<file path="config.mk">
export PLATFORM = sky130hd
export DESIGN_NAME = cipher_top
export DESIGN_NICKNAME = d
export VERILOG_FILES = /design/src/logic/blk_cipher_pkg.sv /design/src/logic/blk_ctrl_pkg.sv /design/src/logic/blk_stream_if.sv /design/src/logic/cipher_if.sv /design/src/logic/block_cipher_core.sv /design/src/logic/cipher_controller.sv /design/src/logic/cipher_input_stage.sv /design/src/logic/cipher_mode_unit.sv /design/src/logic/cipher_output_stage.sv /design/src/logic/cipher_top.sv
export SDC_FILE = /design/constraint.sdc
export NUM_CORES = 2
export LEC_CHECK = 0
export ABC_AREA = 1
export BUFFER_PORTS_ARGS = -buffer_cell sky130_fd_sc_hd__clkbuf_2
export CAP_MARGIN = 10
export CORE_MARGIN = 2
export CORE_UTILIZATION = 30
export CTS_BUF_LIST = sky130_fd_sc_hd__clkbuf_8
export DETAILED_ROUTE_END_ITERATION = 10
export GPL_TIMING_DRIVEN = 0
export PLACE_DENSITY = 0.55
export SLEW_MARGIN = 10
export SYNTH_ARGS = -nofsm -noshare
export SYNTH_HDL_FRONTEND = slang
export SYNTH_SLANG_ARGS = --single-unit
</file>
<file path="constraint.sdc">
create_clock -name clk -period 10.45 [get_ports clk]
set_input_delay 0.5225 -clock clk [delete_from_list [all_inputs] [get_ports clk]]
set_output_delay 0.5225 -clock clk [all_outputs]
set_load 0.02 [all_outputs]
</file>
<file path="src/logic/blk_cipher_pkg.sv">
package blk_cipher_pkg;

	// ========================================================================
	// Datapath geometry
	// ========================================================================

	// Width of one word on the input and output buses
	localparam int WORD_W = 32;

	// Width of one cipher block
	localparam int BLK_W = 128;

	// Bus words that make up one block
	localparam int WORDS_PER_BLK = BLK_W / WORD_W;

	// Left rotation applied to the block in every encryption round
	localparam int ROT_AMT = 13;

	typedef logic [WORD_W-1:0] word_t;

	typedef logic [BLK_W-1:0] block_t;

	// Key is as wide as a block, round keys are rotations of it
	typedef logic [BLK_W-1:0] key_t;

endpackage

</file>
<file path="src/logic/blk_ctrl_pkg.sv">
package blk_ctrl_pkg;

	// ========================================================================
	// Command block layout
	// ========================================================================

	// Mode of operation field
	localparam int CMD_MODE_LSB = 0;
	localparam int CMD_MODE_W = 2;

	// Set for decryption, clear for encryption
	localparam int CMD_DECRYPT_BIT = 2;

	// Mode code 3 is unused and runs as ECB
	typedef enum logic [1:0] {
		ECB = 2'd0,
		CBC = 2'd1,
		CTR = 2'd2
	} cipher_mode_e;

	// Message sequencing in the controller
	typedef enum logic [1:0] {
		GET_CMD,
		GET_KEY,
		PAYLOAD
	} ctrl_state_e;

endpackage

</file>
<file path="src/logic/blk_stream_if.sv">
interface blk_stream_if;

	logic valid;
	logic ready;
	blk_cipher_pkg::block_t blk;
	logic last;

	// Block moves on an edge with valid and ready both high
	modport src (
		output valid,
		output blk,
		output last,
		input ready
	);

	modport dst (
		input valid,
		input blk,
		input last,
		output ready
	);

endinterface

</file>
<file path="src/logic/cipher_if.sv">
interface cipher_if;

	logic start;
	logic decrypt;
	blk_cipher_pkg::block_t din;
	blk_cipher_pkg::block_t dout;
	logic done;
	logic busy;

	// start is a single-cycle pulse, only while busy is low
	modport requester (
		output start,
		output decrypt,
		output din,
		input dout,
		input done,
		input busy
	);

	modport core (
		input start,
		input decrypt,
		input din,
		output dout,
		output done,
		output busy
	);

endinterface

</file>
<file path="src/logic/block_cipher_core.sv">
module block_cipher_core #(
	parameter int ROUNDS = 4
) (
	input logic clk,
	input logic reset,
	input blk_cipher_pkg::key_t key,
	cipher_if.core req
);

	localparam int STEP_W = (ROUNDS > 1) ? $clog2(ROUNDS) : 1;
	localparam logic [STEP_W-1:0] LAST_STEP = STEP_W'(ROUNDS - 1);

	blk_cipher_pkg::block_t state_blk;
	logic [STEP_W-1:0] step;
	logic dec;
	logic busy;
	logic done;

	logic launch;
	logic advance;
	logic cur_dec;
	logic last_step;
	logic [STEP_W-1:0] cur_step;
	logic [STEP_W-1:0] rnd_idx;
	blk_cipher_pkg::block_t cur_blk;
	blk_cipher_pkg::key_t rnd_key;
	blk_cipher_pkg::block_t rnd_out;

	function automatic blk_cipher_pkg::block_t rotl(
		blk_cipher_pkg::block_t v,
		int unsigned n
	);
		return (v << n) | (v >> (blk_cipher_pkg::BLK_W - n));
	endfunction

	// First round runs on the start edge straight from din
	assign launch = req.start && !busy;
	assign advance = busy && !done;

	assign cur_blk = busy ? state_blk : req.din;
	assign cur_dec = busy ? dec : req.decrypt;
	assign cur_step = busy ? step : '0;
	assign last_step = (cur_step == LAST_STEP);

	// Decryption walks the round keys backwards
	assign rnd_idx = cur_dec ? (LAST_STEP - cur_step) : cur_step;
	assign rnd_key = rotl(key, (blk_cipher_pkg::WORD_W * int'(rnd_idx)) % blk_cipher_pkg::BLK_W);

	always_comb begin
		if (cur_dec)
			rnd_out = rotl(cur_blk, blk_cipher_pkg::BLK_W - blk_cipher_pkg::ROT_AMT) ^ rnd_key;
		else
			rnd_out = rotl(cur_blk ^ rnd_key, blk_cipher_pkg::ROT_AMT);
	end

	always_ff @(posedge clk) begin
		if (launch || advance)
			state_blk <= rnd_out;
		if (launch)
			dec <= req.decrypt;
	end

	always_ff @(posedge clk) begin
		if (reset) begin
			busy <= 1'b0;
			done <= 1'b0;
			step <= '0;
		end else begin
			if (launch)
				busy <= 1'b1;
			else if (done)
				busy <= 1'b0;
			if (launch || advance)
				step <= cur_step + 1'b1;
			done <= (launch || advance) && last_step;
		end
	end

	assign req.dout = state_blk;
	assign req.done = done;
	assign req.busy = busy;

endmodule

</file>
<file path="src/logic/cipher_controller.sv">
module cipher_controller (
	input logic clk,
	input logic reset,
	blk_stream_if.dst blk_in,
	blk_stream_if.src payload,
	output blk_cipher_pkg::key_t key,
	output blk_ctrl_pkg::cipher_mode_e mode,
	output logic decrypt,
	input logic msg_done
);

	blk_ctrl_pkg::ctrl_state_e state;
	logic [blk_ctrl_pkg::CMD_MODE_W-1:0] cmd_mode;
	blk_ctrl_pkg::cipher_mode_e cmd_mode_dec;
	logic accept;

	// ========================================================================
	// Stream routing
	// ========================================================================

	// Command and key blocks are consumed here, payload goes downstream
	assign blk_in.ready = (state == blk_ctrl_pkg::PAYLOAD) ? payload.ready : 1'b1;
	assign payload.valid = (state == blk_ctrl_pkg::PAYLOAD) && blk_in.valid;
	assign payload.blk = blk_in.blk;
	assign payload.last = blk_in.last;

	assign accept = blk_in.valid && blk_in.ready;

	// ========================================================================
	// Command decode
	// ========================================================================

	assign cmd_mode = blk_in.blk[blk_ctrl_pkg::CMD_MODE_LSB +: blk_ctrl_pkg::CMD_MODE_W];

	always_comb begin
		case (cmd_mode)
			blk_ctrl_pkg::CBC: cmd_mode_dec = blk_ctrl_pkg::CBC;
			blk_ctrl_pkg::CTR: cmd_mode_dec = blk_ctrl_pkg::CTR;
			default: cmd_mode_dec = blk_ctrl_pkg::ECB;
		endcase
	end

	always_ff @(posedge clk) begin
		if (state == blk_ctrl_pkg::GET_KEY && accept)
			key <= blk_in.blk;
	end

	// ========================================================================
	// Message FSM
	// ========================================================================

	always_ff @(posedge clk) begin
		if (reset) begin
			state <= blk_ctrl_pkg::GET_CMD;
			mode <= blk_ctrl_pkg::ECB;
			decrypt <= 1'b0;
		end else begin
			case (state)
				blk_ctrl_pkg::GET_CMD: begin
					if (accept) begin
						mode <= cmd_mode_dec;
						decrypt <= blk_in.blk[blk_ctrl_pkg::CMD_DECRYPT_BIT];
						state <= blk_ctrl_pkg::GET_KEY;
					end
				end
				blk_ctrl_pkg::GET_KEY: begin
					if (accept)
						state <= blk_ctrl_pkg::PAYLOAD;
				end
				blk_ctrl_pkg::PAYLOAD: begin
					// Last result has left the mode unit
					if (msg_done)
						state <= blk_ctrl_pkg::GET_CMD;
				end
				default: state <= blk_ctrl_pkg::GET_CMD;
			endcase
		end
	end

endmodule

</file>
<file path="src/logic/cipher_input_stage.sv">
module cipher_input_stage (
	input logic clk,
	input logic reset,
	input logic in_data_wren,
	input logic in_tlast,
	input blk_cipher_pkg::word_t in_data,
	output logic in_busy,
	blk_stream_if.src blk_out
);

	localparam int CNT_W = $clog2(blk_cipher_pkg::WORDS_PER_BLK);
	localparam logic [CNT_W-1:0] LAST_WORD = CNT_W'(blk_cipher_pkg::WORDS_PER_BLK - 1);

	blk_cipher_pkg::block_t acc;
	blk_cipher_pkg::block_t next_acc;
	logic [CNT_W-1:0] word_cnt;
	blk_cipher_pkg::block_t hold_blk;
	logic hold_last;
	logic hold_valid;
	logic take;

	// Words arriving while the buffer is full are dropped
	assign take = in_data_wren && !hold_valid;

	// New word enters at the top, so the first word ends up lowest
	assign next_acc = {in_data, acc[blk_cipher_pkg::BLK_W-1:blk_cipher_pkg::WORD_W]};

	always_ff @(posedge clk) begin
		if (take)
			acc <= next_acc;
		if (take && word_cnt == LAST_WORD) begin
			hold_blk <= next_acc;
			hold_last <= in_tlast;
		end
	end

	always_ff @(posedge clk) begin
		if (reset) begin
			word_cnt <= '0;
			hold_valid <= 1'b0;
		end else begin
			if (take)
				word_cnt <= word_cnt + 1'b1;
			if (take && word_cnt == LAST_WORD)
				hold_valid <= 1'b1;
			else if (blk_out.valid && blk_out.ready)
				hold_valid <= 1'b0;
		end
	end

	assign in_busy = hold_valid;
	assign blk_out.valid = hold_valid;
	assign blk_out.blk = hold_blk;
	assign blk_out.last = hold_last;

endmodule

</file>
<file path="src/logic/cipher_mode_unit.sv">
module cipher_mode_unit (
	input logic clk,
	input logic reset,
	blk_stream_if.dst payload,
	input blk_ctrl_pkg::cipher_mode_e mode,
	input logic decrypt,
	cipher_if.requester core,
	blk_stream_if.src res,
	output logic msg_done
);

	blk_cipher_pkg::block_t chain;
	blk_cipher_pkg::block_t held_blk;
	logic held_last;
	blk_cipher_pkg::block_t res_blk;
	logic res_last;
	logic res_valid;
	logic iv_pending;

	logic accept;
	logic iv_needed;
	blk_cipher_pkg::block_t core_din;
	blk_cipher_pkg::block_t result;

	// One block in flight, nothing new until the result has gone
	assign payload.ready = !core.busy && !res_valid;
	assign accept = payload.valid && payload.ready;

	assign iv_needed = iv_pending && (mode == blk_ctrl_pkg::CBC || mode == blk_ctrl_pkg::CTR);

	assign core.start = accept && !iv_needed;
	// CTR only ever runs the core forwards
	assign core.decrypt = (mode == blk_ctrl_pkg::CTR) ? 1'b0 : decrypt;
	assign core.din = core_din;

	// ========================================================================
	// Chaining around the core
	// ========================================================================

	always_comb begin
		core_din = payload.blk;
		result = core.dout;
		case (mode)
			blk_ctrl_pkg::CBC: begin
				if (decrypt)
					result = core.dout ^ chain;
				else
					core_din = payload.blk ^ chain;
			end
			blk_ctrl_pkg::CTR: begin
				core_din = chain;
				result = core.dout ^ held_blk;
			end
			default: begin
				core_din = payload.blk;
			end
		endcase
	end

	always_ff @(posedge clk) begin
		if (accept && iv_needed)
			chain <= payload.blk;
		if (core.start) begin
			held_blk <= payload.blk;
			held_last <= payload.last;
		end
		if (core.done) begin
			res_blk <= result;
			res_last <= held_last;
			if (mode == blk_ctrl_pkg::CBC)
				chain <= decrypt ? held_blk : core.dout;
			else if (mode == blk_ctrl_pkg::CTR)
				chain <= chain + 1'b1;
		end
	end

	always_ff @(posedge clk) begin
		if (reset) begin
			res_valid <= 1'b0;
			iv_pending <= 1'b1;
		end else begin
			if (core.done)
				res_valid <= 1'b1;
			else if (res.valid && res.ready)
				res_valid <= 1'b0;
			if (msg_done)
				iv_pending <= 1'b1;
			else if (accept && iv_needed)
				iv_pending <= 1'b0;
		end
	end

	assign res.valid = res_valid;
	assign res.blk = res_blk;
	assign res.last = res_last;

	assign msg_done = res.valid && res.ready && res.last;

endmodule

</file>
<file path="src/logic/cipher_output_stage.sv">
module cipher_output_stage (
	input logic clk,
	input logic reset,
	blk_stream_if.dst blk_in,
	output logic out_tvalid,
	input logic out_tready,
	output blk_cipher_pkg::word_t out_tdata,
	output logic out_tlast
);

	localparam int IDX_W = $clog2(blk_cipher_pkg::WORDS_PER_BLK);
	localparam logic [IDX_W-1:0] LAST_IDX = IDX_W'(blk_cipher_pkg::WORDS_PER_BLK - 1);

	blk_cipher_pkg::block_t buf_blk;
	logic buf_last;
	logic full;
	logic [IDX_W-1:0] idx;
	logic word_xfer;

	assign blk_in.ready = !full;
	assign word_xfer = out_tvalid && out_tready;

	always_ff @(posedge clk) begin
		if (blk_in.valid && blk_in.ready) begin
			buf_blk <= blk_in.blk;
			buf_last <= blk_in.last;
		end
	end

	always_ff @(posedge clk) begin
		if (reset) begin
			full <= 1'b0;
			idx <= '0;
		end else if (blk_in.valid && blk_in.ready) begin
			full <= 1'b1;
			idx <= '0;
		end else if (word_xfer) begin
			idx <= idx + 1'b1;
			if (idx == LAST_IDX)
				full <= 1'b0;
		end
	end

	// Lowest word goes out first
	assign out_tvalid = full;
	assign out_tdata = buf_blk[idx*blk_cipher_pkg::WORD_W +: blk_cipher_pkg::WORD_W];
	assign out_tlast = full && buf_last && (idx == LAST_IDX);

endmodule

</file>
<file path="src/logic/cipher_top.sv">
module cipher_top #(
	parameter int ROUNDS = 4
) (
	input logic clk,
	input logic reset,
	input logic in_data_wren,
	input logic in_tlast,
	input blk_cipher_pkg::word_t in_data,
	output logic in_busy,
	output logic out_tvalid,
	input logic out_tready,
	output blk_cipher_pkg::word_t out_tdata,
	output logic out_tlast
);

	blk_cipher_pkg::key_t key;
	blk_ctrl_pkg::cipher_mode_e mode;
	logic decrypt;
	logic msg_done;

	blk_stream_if in_blk ();
	blk_stream_if payload_blk ();
	blk_stream_if out_blk ();
	cipher_if core_req ();

	// ========================================================================
	// Input words to blocks, then command, key and payload routing
	// ========================================================================

	cipher_input_stage i_input_stage (
		.clk(clk),
		.reset(reset),
		.in_data_wren(in_data_wren),
		.in_tlast(in_tlast),
		.in_data(in_data),
		.in_busy(in_busy),
		.blk_out(in_blk)
	);

	cipher_controller i_controller (
		.clk(clk),
		.reset(reset),
		.blk_in(in_blk),
		.payload(payload_blk),
		.key(key),
		.mode(mode),
		.decrypt(decrypt),
		.msg_done(msg_done)
	);

	// ========================================================================
	// Modes of operation, cipher core and output words
	// ========================================================================

	cipher_mode_unit i_mode_unit (
		.clk(clk),
		.reset(reset),
		.payload(payload_blk),
		.mode(mode),
		.decrypt(decrypt),
		.core(core_req),
		.res(out_blk),
		.msg_done(msg_done)
	);

	block_cipher_core #(
		.ROUNDS(ROUNDS)
	) i_core (
		.clk(clk),
		.reset(reset),
		.key(key),
		.req(core_req)
	);

	cipher_output_stage i_output_stage (
		.clk(clk),
		.reset(reset),
		.blk_in(out_blk),
		.out_tvalid(out_tvalid),
		.out_tready(out_tready),
		.out_tdata(out_tdata),
		.out_tlast(out_tlast)
	);

endmodule

</file>
==> metrics <==
CP endpoint kind=flip-flop; dpl cells=around 11000; Max Buffers Root-to-Sink=3; via count=70620; CTS Buf Count=roughly 190; Final period util=between 50% and 60%; Placer Congestion=1.100; Power Dens Cells=between 100 and 150 mW/mm2; Final Setup Violations=0; asr flop ratio synth=0%; mean area per synthesized cell=7.539 um2; worst reg2reg path depth=8; final instance area=0.06986 mm2; Max Cap Violations=4; number of synthesized flops with an enable pin=just under 900; Seq/Total Area, Yosys=47.81%; Area after DPL=0.06511 mm2; drt first pass iters=9; setup repair bufs after CTS=0; switch share=28.50%; Seq pwr share=between 40% and 50%; Tmin final=5383 ps; maximum VDD drop=roughly 0.11 mV; crit path DAT=6060 ps; static leakage=approximately 28 nW; Core ar.=0.2015 mm2; H-tree levels=4; initial antenna violation count=71; layout cells sized above 1=under 10%; Distinct cells, synth=49; Via density=6.262; ANT nets after route=0; RSZ-0062 raised after global routing=false; Achievable Freq=185.8 MHz; clk sink count=between 1000 and 1500; final WL=~520000 um; worst hold path type=in2reg; r2r setup slk=5070 ps; Clock Tree Root=clkbuf_8; Boundary Pins=72; DR iter-0 viols=12820; Net Sw Power=2.812 mW; Clk pwr share=46.4%; HPWL Detailed=418600 um; Die Height=between 400 and 500 um; Worst Path Required=~11000 ps; Critical R2R Launch=i_controller.mode[0]; Comb power frac=7.8%; Final Non-Filler Cells=~11000; Area Overhead vs Synth=15.20%; crit path from=i_controller.mode[0]; Die X=453.6 um; Yosys Warn Count=0; final setup TNS=0 ps; status=finished, violations left; CP most frequent cell=clkbuf_1; area of the die=0.2058 mm2; commonest non-fill, non-tap cell in the layout=nand2_1; endpoints failing hold=0; Critical Path End=i_mode_unit.res.blk[126]; skew final=96.53 ps; first-pass GRT wire length=between 600000 and 700000 um; DR DRC count=0; worst skew pair latency=about 1100 ps; ys flop type=edfxtp_1; worst-path maximum fanout=10; violated checks=capacitance limit, slew limit; CTS tree=built; largest net degree at the start of global routing=89; most frequent cells in the layout=nand2_1 (2236), nand3_1 (1178), edfxtp_1 (869), inv_1 (690), nor2_1 (634); Port Buffer Count=70; actual slew at the worst max-slew pin=approximately 1700 ps; total grt overflow=0; GR Util All Layers=between 40% and 50%; utilization after layout=34.67%; Critical Path Max Stage Delay=1090 ps; Yosys reg bits=approximately 1000; worst path cell trace=inv_1, ha_1, buf_4, clkbuf_1, clkbuf_1, clkbuf_1, a221oi_1, o21ai_0; initial cell density of the core=a little under a third; critical path class=reg2reg; row count=roughly 170; Syn Inst Count=8044; syn_nets=between 8000 and 9000; worst hold slack=168.6 ps; mapped cell area=0.06065 mm2; fin nets=8437; Worst-path clk slew=around 70 ps; r2r endpoint=i_mode_unit.res.blk[126]; internal power=7.052 mW; slowest CP cell=clkbuf_1; slew margin rel.=-11.77%; fin. max-slew vios=22; vias in the first global route=roughly 62000; DR WL/cell=46.20 um; Worst setup SP type=flip-flop
[state kept, by name, indices dropped and copies added (netlist names), 2 cells and up]
signal / count
i_controller.key: 128
i_controller.mode: 2
i_controller.state: 2
i_core.req.dout: 128
i_core.step: 2
i_input_stage.acc: 96
i_input_stage.blk_out.blk: 128
i_input_stage.word_cnt: 2
i_mode_unit.chain: 128
i_mode_unit.held_blk: 128
i_mode_unit.res.blk: 128
i_output_stage.buf_blk: 128
i_output_stage.idx: 2
[stage by stage]
| stage | power, mW | worst slack [ps] |
|---|---|---|
| detailed placement | 5.300 | 5582 |
| global route | 10.00 | 5296 |
| CTS | 9.785 | 5548 |
| finish | 9.864 | 5067 |
| global placement | 5.298 | -10060 |
| floorplan | 4.874 | 130.9 |
[cells by family after synthesis]
family / count (synthesis) / share of synthesized area, %
simple gates: 4245 / 29.57
buf+inv: 1227 / 8.034
flops: 1014 / 47.81
xor+xnor: 37 / 0.5343
fa+ha+maj: 6 / 0.1238
compound gates: 1515 / 13.93
[cell usage after synthesis (10+ instances only)]
cell type / number / area, um2
a31oi_1: 67 / 419.2
inv_1: 641 / 2406
dfxtp_1: 145 / 2903
nor2_1: 636 / 2387
inv_2: 18 / 67.56
o21ai_0: 639 / 3198
nand4_1: 115 / 719.4
xnor2_1: 10 / 87.58
nand2_1: 2236 / 8393
buf_2: 111 / 555.5
nor2_2: 13 / 81.33
and2_1: 11 / 68.82
clkbuf_1: 374 / 1404
o22ai_1: 167 / 1045
o21ai_1: 56 / 280.3
or2_1: 19 / 118.9
nor3_1: 12 / 60.06
buf_1: 56 / 210.2
a221oi_1: 62 / 543.0
edfxtp_1: 869 / 26100
buf_6: 12 / 135.1
a21oi_1: 403 / 2017
xor2_1: 27 / 236.5
o211ai_1: 85 / 638.1
nand3_1: 1178 / 5896
[power by group through the flow]
| stage | Sequential [mW] | Clock (mW) | Combinational, mW |
|---|---|---|---|
| floorplan | 4.53 | 0 | 0.345 |
| global placement | 4.60 | 0 | 0.700 |
| detailed placement | 4.59 | 0 | 0.707 |
| CTS | 4.51 | 4.56 | 0.719 |
| global route | 4.51 | 4.72 | 0.776 |
| finish | 4.52 | 4.57 | 0.772 |
[what timing repair did]
item / CTS / global route
resized for setup: 0 / 0
hold buffers: 35 / 0
endpoints found under the hold margin: 70 / 0
[area by class of cell]
type | count | area, um2
inverters | 662 | 2515
clock inverters | 148 | 1343
flip-flops and latches | 1014 | 29000
plain buffers | 565 | 2426
fillers | 21785 | 131600
clock buffers | 213 | 2932
repair buffers | 156 | 1345
diodes | 44 | 110.1
well taps | 2672 | 3343
multi-input cells | 5803 | 26850
[how the worst min path moves through the flow]
stage                                          to               startpoint  slack (ps)  cells after the start
floorplan            i_input_stage.blk_out.blk[0]    i_input_stage.acc[32]         400                      0
global placement       i_output_stage.buf_blk[33]  i_mode_unit.res.blk[33]         400                      0
detailed placement  i_input_stage.blk_out.blk[14]    i_input_stage.acc[46]         400                      0
CTS                     i_input_stage.word_cnt[0]                    reset          90                      2
global route                      i_core.req.busy                    reset         170                      2
finish                     i_input_stage.acc[126]              in_data[30]         170                      2
[layer usage]
layer	global-route usage, %	vias to the layer above	wire [um]
met2	69.52	6104	209700
met5	0	-	155
met4	45.23	16	58360
li1	-	28364	-
met3	17.51	1492	65490
met1	58.07	34644	187300
[critical path, delay by kind of cell, from the launching register on]
family          cells  cell delay [ps]
compound gates      2             1150
fa+ha+maj           1              140
buf+inv             5             3320
flops               1              310
Note: power is estimated with default switching activity, not from simulation.
